===== config.mk =====
export PLATFORM = sky130hd
export DESIGN_NAME = udp_stream_top
export DESIGN_NICKNAME = d
export VERILOG_FILES = /design/src/hw/udp_pkg.sv /design/src/hw/udp_axil_regs.sv /design/src/hw/udp_send_timer.sv /design/src/hw/ip_header_checksum.sv /design/src/hw/udp_frame_assembler.sv /design/src/hw/udp_stream_tx.sv /design/src/hw/udp_stream_top.sv
export VERILOG_INCLUDE_DIRS = /design/src /design/src/hw
export SDC_FILE = /design/constraint.sdc
export NUM_CORES = 1
export LEC_CHECK = 0
export BUFFER_PORTS_ARGS = -buffer_cell sky130_fd_sc_hd__buf_2
export CAP_MARGIN = 20
export CORE_AREA = 10 10 258 260
export DETAILED_ROUTE_END_ITERATION = 10
export DIE_AREA = 0 0 268 270
export PLACE_DENSITY = 0.41
export SLEW_MARGIN = 25
export SYNTH_ARGS = -nofsm -noshare
export SYNTH_HDL_FRONTEND = slang
export SYNTH_HIERARCHICAL = 1
export SYNTH_SLANG_ARGS = --single-unit

===== constraint.sdc =====
create_clock -name s00_axi_aclk -period 7.05 [get_ports s00_axi_aclk]
set_input_delay 1.0575 -clock s00_axi_aclk [delete_from_list [all_inputs] [get_ports s00_axi_aclk]]
set_output_delay 1.0575 -clock s00_axi_aclk [all_outputs]
set_load 0.005 [all_outputs]

===== src/hw/udp_defines.svh =====
`ifndef UDP_DEFINES_SVH
`define UDP_DEFINES_SVH

// stream and register bus widths
`define UDP_BEAT_W          64
`define UDP_KEEP_W          8
`define UDP_AXIL_ADDR_W     6
`define UDP_AXIL_DATA_W     32

// frame geometry, last beat carries 7 valid bytes
`define UDP_FRAME_BYTES     87
`define UDP_FRAME_BEATS     11
`define UDP_LAST_KEEP       8'h7F
`define UDP_RESP_OKAY       2'b00

// cycles between frames at reset, 10M cycles
`define UDP_DEFAULT_PERIOD  32'd10_000_000

// register map, byte offsets
`define REG_SENT_COUNT      6'h00
`define REG_TIMER           6'h04
`define REG_IP_CHECKSUM     6'h08
`define REG_DST_MAC0        6'h0C
`define REG_DST_MAC1        6'h10
`define REG_DST_MAC2        6'h14
`define REG_DST_MAC3        6'h18
`define REG_DST_MAC4        6'h1C
`define REG_DST_MAC5        6'h20
`define REG_DST_IP          6'h24
`define REG_PERIOD          6'h28

// ethernet header
`define UDP_SRC_MAC         48'h00_1A_2B_3C_4D_5E
`define UDP_DEFAULT_DST_MAC 48'hFF_FF_FF_FF_FF_FF
`define UDP_ETHERTYPE       16'h0800

// ipv4 header words, big endian, checksum field sits after ttl/proto
`define IP_VER_IHL_TOS      16'h4500
`define IP_TOTAL_LEN        16'h0049
`define IP_IDENT            16'hE40F
`define IP_FLAGS_FRAG       16'h4000
`define IP_TTL_PROTO        16'hFF11
`define IP_SRC_ADDR         32'hC0_A8_04_01
`define UDP_DEFAULT_DST_IP  32'hE0_00_00_FB

// udp header: src port, dst port, length, checksum
`define UDP_HEADER          64'h14E9_14E9_0035_A5EB

// 45 payload bytes, first byte on the wire is the msb
`define UDP_PAYLOAD \
    360'h0000_0000_0002_0000_0000_0000_055F_6970_7073_045F_7463_7005_6C6F_6361_6C00_000C_0001_045F_6970_70C0_1200_0C00_01

`endif


===== src/hw/udp_pkg.sv =====
`include "udp_defines.svh"

package udp_pkg;

    // one stream beat, frame byte 0 of the beat in bits 7:0
    typedef logic [`UDP_BEAT_W-1:0] beat_t;

    // byte enables of a beat
    typedef logic [`UDP_KEEP_W-1:0] keep_t;

    // beat number within a frame, 0..10
    typedef logic [3:0] beat_idx_t;

    // mac address, first byte on the wire in the msb
    typedef logic [47:0] mac_t;

    // ipv4 address, first byte on the wire in the msb
    typedef logic [31:0] ipv4_t;

    // ones' complement header checksum
    typedef logic [15:0] csum_t;

    // axi4-lite data word
    typedef logic [`UDP_AXIL_DATA_W-1:0] reg_word_t;

    // axi4-lite byte address
    typedef logic [`UDP_AXIL_ADDR_W-1:0] axil_addr_t;

endpackage


===== src/hw/udp_axil_regs.sv =====
`timescale 1ns/100ps
`include "udp_defines.svh"

module udp_axil_regs import udp_pkg::*; (
    input  logic       s00_axi_aclk,
    input  logic       s00_axi_aresetn,
    // write address and data
    input  axil_addr_t s00_axi_awaddr,
    input  logic       s00_axi_awvalid,
    output logic       s00_axi_awready,
    input  reg_word_t  s00_axi_wdata,
    input  logic       s00_axi_wvalid,
    output logic       s00_axi_wready,
    // write response
    output logic [1:0] s00_axi_bresp,
    output logic       s00_axi_bvalid,
    input  logic       s00_axi_bready,
    // read address and data
    input  axil_addr_t s00_axi_araddr,
    input  logic       s00_axi_arvalid,
    output logic       s00_axi_arready,
    output reg_word_t  s00_axi_rdata,
    output logic [1:0] s00_axi_rresp,
    output logic       s00_axi_rvalid,
    input  logic       s00_axi_rready,
    // status from the datapath
    input  reg_word_t  timer,
    input  reg_word_t  sent_count,
    input  csum_t      ip_csum,
    // configuration to the datapath
    output mac_t       dst_mac,
    output ipv4_t      dst_ip,
    output reg_word_t  period,
    output logic       period_wr
);

    // destination mac, one byte per register, index 0 goes out first
    logic [7:0] mac_q [6];
    logic       wr_hs;
    logic       rd_hs;

    // a write completes when ready meets both valids
    assign wr_hs = s00_axi_awready && s00_axi_awvalid && s00_axi_wvalid;
    assign rd_hs = s00_axi_arready && s00_axi_arvalid;

    // timer restarts on the same edge the new period lands
    assign period_wr = wr_hs && (s00_axi_awaddr == `REG_PERIOD);

    assign s00_axi_wready = s00_axi_awready;
    assign s00_axi_bresp  = `UDP_RESP_OKAY;
    assign s00_axi_rresp  = `UDP_RESP_OKAY;

    assign dst_mac = {mac_q[0], mac_q[1], mac_q[2], mac_q[3], mac_q[4], mac_q[5]};

    // write channel, ready pulses for one cycle per accepted write
    always_ff @(posedge s00_axi_aclk or negedge s00_axi_aresetn) begin
        if (!s00_axi_aresetn) begin
            s00_axi_awready <= 1'b0;
            s00_axi_bvalid  <= 1'b0;
            for (int i = 0; i < 6; i++) begin
                mac_q[i] <= 8'hFF;
            end
            dst_ip <= `UDP_DEFAULT_DST_IP;
            period <= `UDP_DEFAULT_PERIOD;
        end else begin
            s00_axi_awready <= !s00_axi_awready && !s00_axi_bvalid &&
                               s00_axi_awvalid && s00_axi_wvalid;
            if (wr_hs) begin
                s00_axi_bvalid <= 1'b1;
                // read-only and unmapped offsets fall through
                case (s00_axi_awaddr)
                    `REG_DST_MAC0: mac_q[0] <= s00_axi_wdata[7:0];
                    `REG_DST_MAC1: mac_q[1] <= s00_axi_wdata[7:0];
                    `REG_DST_MAC2: mac_q[2] <= s00_axi_wdata[7:0];
                    `REG_DST_MAC3: mac_q[3] <= s00_axi_wdata[7:0];
                    `REG_DST_MAC4: mac_q[4] <= s00_axi_wdata[7:0];
                    `REG_DST_MAC5: mac_q[5] <= s00_axi_wdata[7:0];
                    `REG_DST_IP:   dst_ip   <= s00_axi_wdata;
                    `REG_PERIOD:   period   <= s00_axi_wdata;
                    default: ;
                endcase
            end else if (s00_axi_bvalid && s00_axi_bready) begin
                s00_axi_bvalid <= 1'b0;
            end
        end
    end

    // read channel control
    always_ff @(posedge s00_axi_aclk or negedge s00_axi_aresetn) begin
        if (!s00_axi_aresetn) begin
            s00_axi_arready <= 1'b0;
            s00_axi_rvalid  <= 1'b0;
        end else begin
            s00_axi_arready <= !s00_axi_arready && !s00_axi_rvalid && s00_axi_arvalid;
            if (rd_hs) begin
                s00_axi_rvalid <= 1'b1;
            end else if (s00_axi_rvalid && s00_axi_rready) begin
                s00_axi_rvalid <= 1'b0;
            end
        end
    end

    // read data mux, sampled when the address is taken
    always_ff @(posedge s00_axi_aclk) begin
        if (rd_hs) begin
            case (s00_axi_araddr)
                `REG_SENT_COUNT:  s00_axi_rdata <= sent_count;
                `REG_TIMER:       s00_axi_rdata <= timer;
                `REG_IP_CHECKSUM: s00_axi_rdata <= {16'h0000, ip_csum};
                `REG_DST_MAC0:    s00_axi_rdata <= {24'h0, mac_q[0]};
                `REG_DST_MAC1:    s00_axi_rdata <= {24'h0, mac_q[1]};
                `REG_DST_MAC2:    s00_axi_rdata <= {24'h0, mac_q[2]};
                `REG_DST_MAC3:    s00_axi_rdata <= {24'h0, mac_q[3]};
                `REG_DST_MAC4:    s00_axi_rdata <= {24'h0, mac_q[4]};
                `REG_DST_MAC5:    s00_axi_rdata <= {24'h0, mac_q[5]};
                `REG_DST_IP:      s00_axi_rdata <= dst_ip;
                `REG_PERIOD:      s00_axi_rdata <= period;
                default:          s00_axi_rdata <= '0;
            endcase
        end
    end

endmodule


===== src/hw/udp_send_timer.sv =====
`timescale 1ns/100ps

module udp_send_timer import udp_pkg::*; (
    input  logic      s00_axi_aclk,
    input  logic      s00_axi_aresetn,
    input  reg_word_t period,
    input  logic      period_wr,
    output reg_word_t timer,
    output logic      send_pulse
);

    // pulse on the cycle the count reaches the period, so period+1 apart
    assign send_pulse = (timer == period);

    always_ff @(posedge s00_axi_aclk or negedge s00_axi_aresetn) begin
        if (!s00_axi_aresetn) begin
            timer <= '0;
        end else if (period_wr || send_pulse) begin
            // new period or wrap, start over
            timer <= '0;
        end else begin
            timer <= timer + 1'b1;
        end
    end

endmodule


===== src/hw/ip_header_checksum.sv =====
`timescale 1ns/100ps
`include "udp_defines.svh"

module ip_header_checksum import udp_pkg::*; (
    input  ipv4_t dst_ip,
    output csum_t ip_csum
);

    localparam ipv4_t SRC_IP = `IP_SRC_ADDR;

    // ten big-endian header words
    logic [15:0] words [10];
    // ten 16-bit words need at most 4 carry bits
    logic [19:0] sum;
    logic [16:0] fold1;
    logic [15:0] fold2;

    always_comb begin
        words[0] = `IP_VER_IHL_TOS;
        words[1] = `IP_TOTAL_LEN;
        words[2] = `IP_IDENT;
        words[3] = `IP_FLAGS_FRAG;
        words[4] = `IP_TTL_PROTO;
        // the checksum field counts as zero
        words[5] = 16'h0000;
        words[6] = SRC_IP[31:16];
        words[7] = SRC_IP[15:0];
        words[8] = dst_ip[31:16];
        words[9] = dst_ip[15:0];
    end

    always_comb begin
        sum = '0;
        for (int i = 0; i < 10; i++) begin
            sum = sum + {4'h0, words[i]};
        end
        // end-around carry, second fold catches the carry of the first
        fold1 = {1'b0, sum[15:0]} + {13'h0, sum[19:16]};
        fold2 = fold1[15:0] + {15'h0, fold1[16]};
    end

    assign ip_csum = ~fold2;

endmodule


===== src/hw/udp_frame_assembler.sv =====
`timescale 1ns/100ps
`include "udp_defines.svh"

module udp_frame_assembler import udp_pkg::*; (
    input  beat_idx_t beat_idx,
    input  mac_t      dst_mac,
    input  ipv4_t     dst_ip,
    input  csum_t     ip_csum,
    output beat_t     beat
);

    // whole frame padded to 11 full beats
    localparam int BEAT_BYTES = `UDP_KEEP_W;
    localparam int FRAME_W    = `UDP_FRAME_BEATS * `UDP_BEAT_W;
    localparam int PAD_W      = FRAME_W - 8 * `UDP_FRAME_BYTES;

    // frame byte 0 in the msb, so fields concatenate in wire order
    logic [FRAME_W-1:0] frame;

    assign frame = {
        // bytes 0..13, ethernet header
        dst_mac,
        `UDP_SRC_MAC,
        `UDP_ETHERTYPE,
        // bytes 14..33, ipv4 header
        `IP_VER_IHL_TOS,
        `IP_TOTAL_LEN,
        `IP_IDENT,
        `IP_FLAGS_FRAG,
        `IP_TTL_PROTO,
        // bytes 24..25, high byte first
        ip_csum,
        `IP_SRC_ADDR,
        dst_ip,
        // bytes 34..41
        `UDP_HEADER,
        // bytes 42..86
        `UDP_PAYLOAD,
        // unused byte 7 of the last beat
        {PAD_W{1'b0}}
    };

    // pick the eight bytes of the indexed beat
    // earliest byte lands in bits 7:0 of the beat
    always_comb begin
        beat = '0;
        if (int'(beat_idx) < `UDP_FRAME_BEATS) begin
            for (int k = 0; k < BEAT_BYTES; k++) begin
                beat[8*k +: 8] = frame[FRAME_W - 1 - 8 * (BEAT_BYTES * int'(beat_idx) + k) -: 8];
            end
        end
    end

endmodule


===== src/hw/udp_stream_tx.sv =====
`timescale 1ns/100ps
`include "udp_defines.svh"

module udp_stream_tx import udp_pkg::*; (
    input  logic      s00_axi_aclk,
    input  logic      s00_axi_aresetn,
    input  logic      send_pulse,
    input  beat_t     beat,
    input  logic      m00_axis_tready,
    output beat_idx_t beat_idx,
    output logic      m00_axis_tvalid,
    output beat_t     m00_axis_tdata,
    output keep_t     m00_axis_tkeep,
    output logic      m00_axis_tlast,
    output reg_word_t sent_count
);

    localparam beat_idx_t LAST_IDX = beat_idx_t'(`UDP_FRAME_BEATS - 1);

    typedef enum logic {
        ST_IDLE,
        ST_BUSY
    } tx_state_t;

    tx_state_t state;
    logic      xfer;
    logic      last_beat;

    assign xfer      = m00_axis_tvalid && m00_axis_tready;
    assign last_beat = (beat_idx == LAST_IDX);

    // beat index only moves on a transfer, so data holds under back-pressure
    assign m00_axis_tvalid = (state == ST_BUSY);
    assign m00_axis_tdata  = beat;
    assign m00_axis_tlast  = m00_axis_tvalid && last_beat;

    always_comb begin
        if (!m00_axis_tvalid) begin
            m00_axis_tkeep = '0;
        end else if (last_beat) begin
            m00_axis_tkeep = `UDP_LAST_KEEP;
        end else begin
            m00_axis_tkeep = '1;
        end
    end

    // a trigger while busy is dropped
    always_ff @(posedge s00_axi_aclk or negedge s00_axi_aresetn) begin
        if (!s00_axi_aresetn) begin
            state      <= ST_IDLE;
            beat_idx   <= '0;
            sent_count <= '0;
        end else begin
            case (state)
                ST_IDLE: begin
                    if (send_pulse) begin
                        state    <= ST_BUSY;
                        beat_idx <= '0;
                    end
                end
                ST_BUSY: begin
                    if (xfer && last_beat) begin
                        state      <= ST_IDLE;
                        beat_idx   <= '0;
                        sent_count <= sent_count + 1'b1;
                    end else if (xfer) begin
                        beat_idx <= beat_idx + 1'b1;
                    end
                end
                default: state <= ST_IDLE;
            endcase
        end
    end

endmodule


===== src/hw/udp_stream_top.sv =====
`timescale 1ns/100ps

module udp_stream_top import udp_pkg::*; (
    input  logic       s00_axi_aclk,
    input  logic       s00_axi_aresetn,
    // axi4-lite slave
    input  axil_addr_t s00_axi_awaddr,
    input  logic       s00_axi_awvalid,
    output logic       s00_axi_awready,
    input  reg_word_t  s00_axi_wdata,
    input  logic       s00_axi_wvalid,
    output logic       s00_axi_wready,
    output logic [1:0] s00_axi_bresp,
    output logic       s00_axi_bvalid,
    input  logic       s00_axi_bready,
    input  axil_addr_t s00_axi_araddr,
    input  logic       s00_axi_arvalid,
    output logic       s00_axi_arready,
    output reg_word_t  s00_axi_rdata,
    output logic [1:0] s00_axi_rresp,
    output logic       s00_axi_rvalid,
    input  logic       s00_axi_rready,
    // axi4-stream master
    output logic       m00_axis_tvalid,
    output beat_t      m00_axis_tdata,
    output keep_t      m00_axis_tkeep,
    output logic       m00_axis_tlast,
    input  logic       m00_axis_tready
);

    // configuration
    mac_t      dst_mac;
    ipv4_t     dst_ip;
    reg_word_t period;
    logic      period_wr;
    // timer and status
    reg_word_t timer;
    logic      send_pulse;
    reg_word_t sent_count;
    csum_t     ip_csum;
    // frame datapath
    beat_idx_t beat_idx;
    beat_t     beat;

    udp_axil_regs i_udp_axil_regs (
        .s00_axi_aclk    (s00_axi_aclk),
        .s00_axi_aresetn (s00_axi_aresetn),
        .s00_axi_awaddr  (s00_axi_awaddr),
        .s00_axi_awvalid (s00_axi_awvalid),
        .s00_axi_awready (s00_axi_awready),
        .s00_axi_wdata   (s00_axi_wdata),
        .s00_axi_wvalid  (s00_axi_wvalid),
        .s00_axi_wready  (s00_axi_wready),
        .s00_axi_bresp   (s00_axi_bresp),
        .s00_axi_bvalid  (s00_axi_bvalid),
        .s00_axi_bready  (s00_axi_bready),
        .s00_axi_araddr  (s00_axi_araddr),
        .s00_axi_arvalid (s00_axi_arvalid),
        .s00_axi_arready (s00_axi_arready),
        .s00_axi_rdata   (s00_axi_rdata),
        .s00_axi_rresp   (s00_axi_rresp),
        .s00_axi_rvalid  (s00_axi_rvalid),
        .s00_axi_rready  (s00_axi_rready),
        .timer           (timer),
        .sent_count      (sent_count),
        .ip_csum         (ip_csum),
        .dst_mac         (dst_mac),
        .dst_ip          (dst_ip),
        .period          (period),
        .period_wr       (period_wr)
    );

    udp_send_timer i_udp_send_timer (
        .s00_axi_aclk    (s00_axi_aclk),
        .s00_axi_aresetn (s00_axi_aresetn),
        .period          (period),
        .period_wr       (period_wr),
        .timer           (timer),
        .send_pulse      (send_pulse)
    );

    ip_header_checksum i_ip_header_checksum (
        .dst_ip  (dst_ip),
        .ip_csum (ip_csum)
    );

    udp_frame_assembler i_udp_frame_assembler (
        .beat_idx (beat_idx),
        .dst_mac  (dst_mac),
        .dst_ip   (dst_ip),
        .ip_csum  (ip_csum),
        .beat     (beat)
    );

    udp_stream_tx i_udp_stream_tx (
        .s00_axi_aclk    (s00_axi_aclk),
        .s00_axi_aresetn (s00_axi_aresetn),
        .send_pulse      (send_pulse),
        .beat            (beat),
        .m00_axis_tready (m00_axis_tready),
        .beat_idx        (beat_idx),
        .m00_axis_tvalid (m00_axis_tvalid),
        .m00_axis_tdata  (m00_axis_tdata),
        .m00_axis_tkeep  (m00_axis_tkeep),
        .m00_axis_tlast  (m00_axis_tlast),
        .sent_count      (sent_count)
    );

endmodule


# Yosys cells after proc, flatten, opt, wreduce, memory -nomap -nowiden
# Index checks and enable logic that the tools add are counted.
[totals]
regBits = 217
in_bits = 52
output_inout_bits = 115
elab_cells = 120
[classes]
add_sub_neg = 22
magnitude_cmp = 1
eq_ne = 22
shifts = 8
mux = 16
bitwise = 2
reduce_logical = 32
[op_table]
columns = ["op", "count"]
rows = [
  ["711-bit by 32-bit indexed part select with 8-bit output", 8],
  ["32-bit one-hot mux with 11 select lines", 1],
  ["11-bit by 32-bit subtractor with 32-bit output, first input constant", 7],
  ["32-bit by 1-bit adder with 32-bit output, second input constant", 2],
  ["64-bit 2-to-1 mux", 1],
  ["6-bit by 5-bit == test with 1-bit output, second input constant", 8],
  ["6-bit == test, second input constant", 6],
  ["7-bit by 3-bit adder with 8-bit output, second input constant", 4],
  ["32-bit == test", 1],
  ["32-bit 2-to-1 mux", 1],
  ["19-bit by 16-bit adder with 20-bit output", 1],
  ["2-bit AND reduction", 10],
  ["18-bit by 16-bit adder with 19-bit output, first input constant", 1],
  ["6-bit by 4-bit == test with 1-bit output, second input constant", 3],
  ["16-bit by 4-bit adder with 17-bit output", 1],
  ["16-bit by 1-bit adder with 16-bit output", 1],
  ["7-bit by 2-bit adder with 8-bit output, second input constant", 2],
  ["8-bit 2-to-1 mux", 2],
  ["16-bit NOT", 1],
  ["1-bit logical AND", 14],
  ["4-bit 2-to-1 mux", 3],
  ["10-bit by 10-bit subtractor with 11-bit output, first input constant", 1],
  ["7-bit by 1-bit adder with 8-bit output, second input constant", 1],
  ["4-bit one-hot mux with 2 select lines", 1],
  ["other kinds (13)", 22],
]

# Logic depth before layout (Yosys ltp)
# Gate-level depths: netlist (run 1).
[depth]
depth_word = 7
ltp_mapped = 36

# By module
# Netlist (run 1), hierarchy kept.
[modules_own_cells]
columns = ["module", "instances", "cells_each", "area_each_um2"]
rows = [
  ["udp_axil_regs", 1, 470, 6777.8],
  ["udp_stream_tx", 1, 242, 2357.3],
  ["udp_send_timer", 1, 219, 2152.1],
  ["udp_frame_assembler", 1, 362, 2105.8],
  ["ip_header_checksum", 1, 231, 1751.7],
]

# Worst setup path before layout (run 1)
# Ideal clock, no wire load.
[synth_path]
path_kind = "reg-to-output"
from = "register i_udp_axil_regs.dst_ip[1]"
to = "output port m00_axis_tdata[6]"
t_arrival_ps = 6336
setup_slack_ps = -344
path_stages_with_launch = 35
n_path_buf = 3
path_cell_list = "dfstp_2 > inv_1 > ha_1 > inv_1 > ha_1 > inv_1 > fa_1 > and2b_2 > o221a_2 > o41ai_1 > o21ai_0 > a21oi_1 > nor2_1 > nor2_1 > nor3b_1 > nor2_1 > fa_1 > a21oi_1 > or2_0 > buf_2 > or3_4 > buf_6 > nor4b_4 > nand2_1 > nor3_1 > ha_1 > ha_1 > nand4_1 > a211oi_1 > nor4b_2 > xor2_1 > mux2i_1 > nor2_1 > a2bb2oi_1 > buf_4"
[synth_between]
elab_chain_len = 6
[synth_rtl]
columns = ["element", "line_no", "source"]
rows = [
  ["start, declared", "udp_axil_regs.sv:32", "output ipv4_t dst_ip,"],
  ["start signal, assigned", "udp_axil_regs.sv:63", "dst_ip <= `UDP_DEFAULT_DST_IP;"],
  ["start signal, assigned", "udp_axil_regs.sv:78", "`REG_DST_IP: dst_ip <= s00_axi_wdata;"],
  ["19-bit by 16-bit adder with 20-bit output", "ip_header_checksum.sv:35", "sum = sum + {4'h0, words[i]};"],
  ["16-bit by 4-bit adder with 17-bit output", "ip_header_checksum.sv:38", "fold1 = {1'b0, sum[15:0]} + {13'h0, sum[19:16]};"],
  ["16-bit by 1-bit adder with 16-bit output", "ip_header_checksum.sv:39", "fold2 = fold1[15:0] + {15'h0, fold1[16]};"],
  ["16-bit NOT", "ip_header_checksum.sv:42", "assign ip_csum = ~fold2;"],
  ["net ip_csum[14]", "udp_stream_top.sv:40", "csum_t ip_csum;"],
  ["711-bit by 32-bit indexed part select with 8-bit output", "udp_frame_assembler.sv:49", "beat[8*k +: 8] = frame[FRAME_W - 1 - 8 * (BEAT_BYTES * int'(beat_idx) + k) -: 8];"],
  ["64-bit 2-to-1 mux", "udp_frame_assembler.sv:47", "if (int'(beat_idx) < `UDP_FRAME_BEATS) begin"],
  ["end, declared", "udp_stream_top.sv:25", "output beat_t m00_axis_tdata,"],
]
# The timed path passes the listed nets, and every way through them passes these cells.

# Worst setup path after layout (run 1)
[layout_path]
from = "register i_udp_axil_regs.dst_ip[1]"
to = "output port m00_axis_tdata[5]"
# Same word-level chain as after synthesis.

==> results of run 1 <==
==> kinds of logic (layout without fill, tap and decap cells) <==
family,Yosys count,in the layout,share of synthesized area
compound gates,329,329,0.152
xor+xnor,121,121,0.0727
fa+ha+maj,45,45,0.0387
buf+inv,232,401,0.0862
flops,217,217,0.375
mux,149,149,0.120
other cells,1,6,0.000248
simple gates,430,430,0.156
==> registers in the layout, summed over array words and instances, names as in the netlist <==
| name | cells |
|---|---|
| i_udp_axil_regs/dst_ip | 32 |
| i_udp_axil_regs/dst_mac | 48 |
| i_udp_axil_regs/period | 32 |
| i_udp_axil_regs/s00_axi_arready | 1 |
| i_udp_axil_regs/s00_axi_awready | 1 |
| i_udp_axil_regs/s00_axi_bvalid | 1 |
| i_udp_axil_regs/s00_axi_rdata | 32 |
| i_udp_axil_regs/s00_axi_rvalid | 1 |
| i_udp_send_timer/timer | 32 |
| i_udp_stream_tx/beat_idx | 4 |
| i_udp_stream_tx/m00_axis_tvalid | 1 |
| i_udp_stream_tx/sent_count | 32 |
==> worst paths after layout <==
kind / start / endpoint / slack, ps / depth (start not counted)
worst max-delay path: i_udp_axil_regs/dst_ip[1]$_DFFE_PN1P_ / m00_axis_tdata[5] / -720 / 34
worst min-delay path: s00_axi_aresetn / i_udp_stream_tx/sent_count[28]$_DFFE_PN0P_ / 420 / 1
worst max register to register: i_udp_axil_regs/dst_ip[1]$_DFFE_PN1P_ / i_udp_axil_regs/s00_axi_rdata[15]$_DFFE_PP_ / 430 / 34
worst min register to register: i_udp_axil_regs/s00_axi_arready$_DFF_PN0_ / i_udp_axil_regs/s00_axi_arready$_DFF_PN0_ / 450 / 1
max in group asynchronous: s00_axi_aresetn / i_udp_axil_regs/s00_axi_bvalid$_DFFE_PN0P_ / 5410 / 2
min in group s00_axi_aclk: i_udp_axil_regs/s00_axi_arready$_DFF_PN0_ / i_udp_axil_regs/s00_axi_arready$_DFF_PN0_ / 450 / 1
==> critical path: cells and delay by family (launching register included) <==
kind            cells  cell delay [ps]
compound gates     10             1680
xor+xnor            1              160
fa+ha+maj           5             1040
buf+inv             4              270
flops               1              530
simple gates       14             2470
==> cells in the mapped netlist, drive strengths merged (16+ instances only) <==
cell	count
nor2	72
edfxtp	32
xor2	35
a221oi	21
dfstp	66
clkbuf	27
and2	19
o211ai	18
ha	42
or4	17
nor3	32
a211oi	23
o21ai	61
dfrtp	119
nand4	28
nand2	124
nor4	16
buf	143
inv	62
xnor2	85
mux2	117
a222oi	24
a21oi	92
mux2i	18
nand3	38
nor2b	18
==> stage by stage <==
stage	util	power, mW
finish	0.297	6.00
global route	0.297	6.32
CTS	0.293	5.98
detailed placement	0.274	4.44
global placement	0.274	4.45
floorplan	-	3.70
==> routing by layer <==
metal,routed length (um),share of wire,global-route usage
met1,29100,0.47,0.234
met2,27600,0.45,0.255
met3,3940,0.064,0.0286
met4,988,0.016,0.0285
met5,0,0,0
==> report_power, final <==
part           total, mW  leakage (nW)  internal [mW]  switching [mW]
Sequential          1.46          2.60           1.34           0.116
Combinational       3.09          4.62           1.06            2.02
Clock               1.45         0.457          0.863           0.587
Total               6.00          7.67           3.27            2.73
==> layout by cell type (no fill, tap or decap), types with 11 or more instances in the layout <==
cell type    n
xor2_1      31
edfxtp_1    32
a22oi_1     11
or4_1       15
xnor2_1     79
nor2_1      61
mux2_1      30
nor3_1      26
dfstp_2     66
a21oi_2     11
buf_4      121
a21oi_1     77
a211oi_1    20
mux2i_1     17
ha_1        34
nand2_1    122
nand3_1     36
inv_1       55
and2_1      17
mux4_2      14
nor2b_1     17
buf_2      160
o31ai_1     14
dfrtp_1    118
o211ai_1    17
a222oi_1    24
nand4_1     27
nor4_1      11
o21ai_0     54
clkbuf_16   29
mux2_2      86
a221oi_1    12
==> repair_timing <==
action                     4_1_cts  5_1_grt
gates resized for setup         34       32
hold buffers                     0        0
setup endpoints to repair       16       16
buffers inserted                19       10
pin swaps                       25       27
==> final cells by class <==
type                    instances  area share
multi-input cells            1078       0.471
clock inverters                12     0.00646
repair buffers                289      0.0994
inverters                      62      0.0129
flip-flops and latches        217       0.312
clock buffers                  38      0.0439
well taps                     790      0.0543
diodes                          2    0.000275
==> flow_summary.toml, run 1 <==
[outcome]
outcome = "finished with violations"
violations = "negative setup slack"

[finish]
nNetsFinal = 1772
fin_area_um2 = 18200
drive_above_1_share = 0.364
area_delta_synth_final_pct = 20.2
fin_cells = 2488
nFillCells = 6461
multi_input_area_um2 = 8580
regArea_um2 = 5670

[detailed_routing]
routedWlPerCell_um = 24.8
via_count = 12800
drc = 0
vias_per_cell = 5.14
totalWireLength_mm = 61.6
first_iter_violations = 1021
ant_nets = 0
firstDrtPassIters = 7

[placement]
gp_congestion = 0.910
place_area_um2 = 16800
dp_hpwl_mm = 46.4
io_buffer_count = 162
dp_cells = 2407
place_ws_ps = -331

[global_routing]
grt_max_degree = 148
track_usage = 0.164
grt_pass1_vias = 12800
grt_pass1_wl_mm = 88.9
antenna_found_initial = 1
grt-ovfl-total = 0

[sta]
fin_crit_sh = 1.10
whs_ps = 416
drv_slew = 0
finalSetupTns_ps = -7590
max_slew_margin = 0.301
rsz0062_at_grt = "yes"
worst_pin_slew_ps = 1050
final_hold_viol_count = 0
fin_crit_ps = 7770
fmax_ghz = 0.129
skew_ps = 19.1
finalWorstSetupSlack_ps = -725
setup_violations = 14

[worst_setup_path]
cpPeakStageDelay_ps = 530
worstPathArrival_ps = 6720
cp_slowest_cell = "dfstp_2"
crit_path_end_kind = "output pin"
critical_path_required_ps = 5990
start_kind = "flop"
crit_type = "flop to output pin"
crit_fanout = 4

[die]
dieArea_um2 = 72400
io_pins = 167
die_height_um = 270
floorplan.initialDensity = 0.247
die_w_um = 268
rows = 91
core-area_um2 = 61300

[flow_run]
maxCapViolations = 0

[clock_tree]
cts-buffers-inserted = 27
root_buffer = "clkbuf_16"
clock-sinks = 217
htree_levels = 1
cts_tree = "yes"
clkTransAtPathRegs_ps = 60
cts_buffer_depth = 3
insertion_delay_ps = 570

[synth]
synth_area_leaders = "dfrtp_1 (20%), dfstp_2 (11%), mux2_2 (6.5%)"
synth-async-reset-ratio = 0.853
syn_inst = 1524
yosysWarnings = 6
yosysTopAreaCell = "dfrtp_1"
synth_ff_type = "dfrtp_1"
yosys.area.top_type_share = 0.197
synth_seq_cells = 217
synth_cell_type_count = 98
synth_area_um2 = 15100
synth_area_per_cell_um2 = 9.94
synth-edff-count = 32
yosysSeqAreaShare = 0.375

[power_and_ir_drop]
p_leak_nw = 7.67
power.density_nw_per_um2 = 329
ir_worst_vdd_uv = 398

[worst_hold_path]
hold_path_class = "primary input to asynchronous set/reset pin"
Power figures use the tool's default switching activity.
==> inputs of run 2 (changes only) <==
Settings changed: RECOVER_POWER set to 50.
==> run 2 against run 1 <==
Against the previous run: the flow finishes with violations (max-capacitance violations, max-slew violations, negative setup slack); setup slack better by 1.2 ps; via count is 0.61% higher; die area did not move; clock power hardly changed; wire length is 0.22% lower; global-route usage stayed put; non-clock buffer count unchanged; critical endpoint unchanged; largest cell class unchanged; largest power group unchanged.
==> flow_summary.toml, run 2 (same netlist as run 1, synthesis figures left out) <==
[outcome]
outcome = "finished with violations"
violations = "max-capacitance violations, max-slew violations, negative setup slack"

[die]
die_w_um = 268
dieArea_um2 = 72400
core-area_um2 = 61300
io_pins = 167
rows = 91
die_height_um = 270
floorplan.initialDensity = 0.247

[power_and_ir_drop]
power.share.switching = 0.454
finalPower_mw = 5.98
clkPwrFrac = 0.242
switching_power_mw = 2.71
power.density_nw_per_um2 = 329
combPwrFrac = 0.514
power.internal_mw = 3.27
p_leak_nw = 7.65
ir_worst_vdd_uv = 395
power_frac_seq = 0.244

[worst_setup_path]
cp_slowest_cell = "dfstp_2"
worstSetupStartpoint = "i_udp_axil_regs/dst_ip[1]$_DFFE_PN1P_"
crit_type = "flop to output pin"
cpPeakStageDelay_ps = 530
crit_fanout = 4
worstPathArrival_ps = 6720
worst_r2r_path_depth = 34
crit_path_end_kind = "output pin"
start_kind = "flop"
critical_path_required_ps = 5990
r2r_start = "i_udp_axil_regs/dst_ip[1]$_DFFE_PN1P_"

[clock_tree]
cts-buffers-inserted = 27
cts_buffer_depth = 3
insertion_delay_ps = 570
root_buffer = "clkbuf_16"
postCtsHoldBufs = 0
clock-sinks = 217
htree_levels = 1
clkTransAtPathRegs_ps = 60
cts_tree = "yes"

[placement]
place_area_um2 = 16800
gp_congestion = 0.910
dp_cells = 2407
dp_hpwl_mm = 46.4
io_buffer_count = 162

[sta]
fin_crit_ps = 7770
skew_ps = 18.2
fin_crit_sh = 1.10
drv_slew = 256
worst_pin_slew_ps = 3900
finalWorstSetupSlack_ps = -723
rsz0062_at_grt = "yes"
setup_violations = 14
final_hold_viol_count = 0
max_slew_margin = -1.60
fmax_ghz = 0.129

[detailed_routing]
first_iter_violations = 1026
ant_nets = 0
vias_per_cell = 5.17
via_count = 12900
firstDrtPassIters = 9
totalWireLength_mm = 61.5
routedWlPerCell_um = 24.7
drc = 0

[worst_hold_path]
min-delay-start = "i_udp_axil_regs/s00_axi_arready$_DFF_PN0_"
holdPathStages = 1
hold_path_class = "flop to flop"

[finish]
fin_cells = 2488
post-route-util = 0.296
largest_reg_flops = 48
area_delta_synth_final_pct = 19.9
final_cell_mix = "buf_2 (159), nand2_1 (122), buf_4 (120)"
nFillCells = 6470
fin_area_um2 = 18200
drive_above_1_share = 0.360
final_common_cell = "buf_2"
nNetsFinal = 1772

[global_routing]
track_usage = 0.164
grt_pass1_wl_mm = 88.9
grt_pass1_vias = 12800
antenna_found_initial = 1
grt_max_degree = 148
grt-ovfl-total = 0

[flow_run]
maxCapViolations = 4
## run 2: layer usage
| layer | GRT usage | vias up | share of wire |
|---|---|---|---|
| met5 | 0 | - | 0 |
| met2 | 0.255 | 461 | 0.45 |
| met3 | 0.0286 | 56 | 0.070 |
| met4 | 0.0285 | 0 | 0.016 |
| li1 | - | 5813 | - |
| met1 | 0.234 | 6528 | 0.46 |
## run 2: area by class of cell
type                            count  area (um^2)  share of cell area
Antenna cell                        2         5.00            0.000276
Clock buffer                       38          800              0.0440
Clock inverter                     12          118             0.00648
Inverter                           62          235              0.0130
Multi-Input combinational cell   1078         8550               0.471
Sequential cell                   217         5670               0.313
Tap cell                          790          988              0.0545
Timing Repair Buffer              289         1780              0.0981
## run 2: final timing paths
check / end / slack, ps
worst max-delay path: m00_axis_tdata[5] / -720
worst min-delay path: i_udp_axil_regs/s00_axi_arready$_DFF_PN0_ / 460
worst max register to register: i_udp_axil_regs/s00_axi_rdata[15]$_DFFE_PP_ / 420
worst min register to register: i_udp_axil_regs/s00_axi_arready$_DFF_PN0_ / 460
max in group asynchronous: i_udp_axil_regs/s00_axi_bvalid$_DFFE_PN0P_ / 1010
min in group asynchronous: i_udp_stream_tx/sent_count[31]$_DFFE_PN0P_ / 1200
## run 2: critical path: cells and delay by family, from the launching register on
family	cells	cell delay, ps
flip-flops	1	530
XOR/XNOR	1	160
adder cells (fa/ha/maj)	5	1040
AO/OA/AOI/OAI	10	1690
buffers and inverters	4	270
AND/OR/NAND/NOR	14	2460
## run 2: power groups by stage
| stage | logic, mW | clock network [mW] | registers, mW |
|---|---|---|---|
| CTS | 3.04 | 1.49 | 1.46 |
| global route | 3.31 | 1.54 | 1.47 |
| global placement | 2.97 | 0 | 1.48 |
| detailed placement | 2.96 | 0 | 1.48 |
| floorplan | 2.27 | 0 | 1.43 |
| finish | 3.08 | 1.45 | 1.46 |
## run 2: repair_timing
item	4_1_cts	5_1_grt
endpoints found under the setup margin	16	16
hold endpoints to repair	0	0
resized for setup	34	32
pin swaps	25	27
buffers inserted	19	10
## run 2: metrics by stage
step                hold WS, ps  TNS [ps]  setup WS [ps]
floorplan                   441         0           1.26
global placement            431      -852           -257
detailed placement          454     -1820           -331
CTS                         412     -6840           -640
global route                475    -11730          -1040
finish                      456     -7670           -723
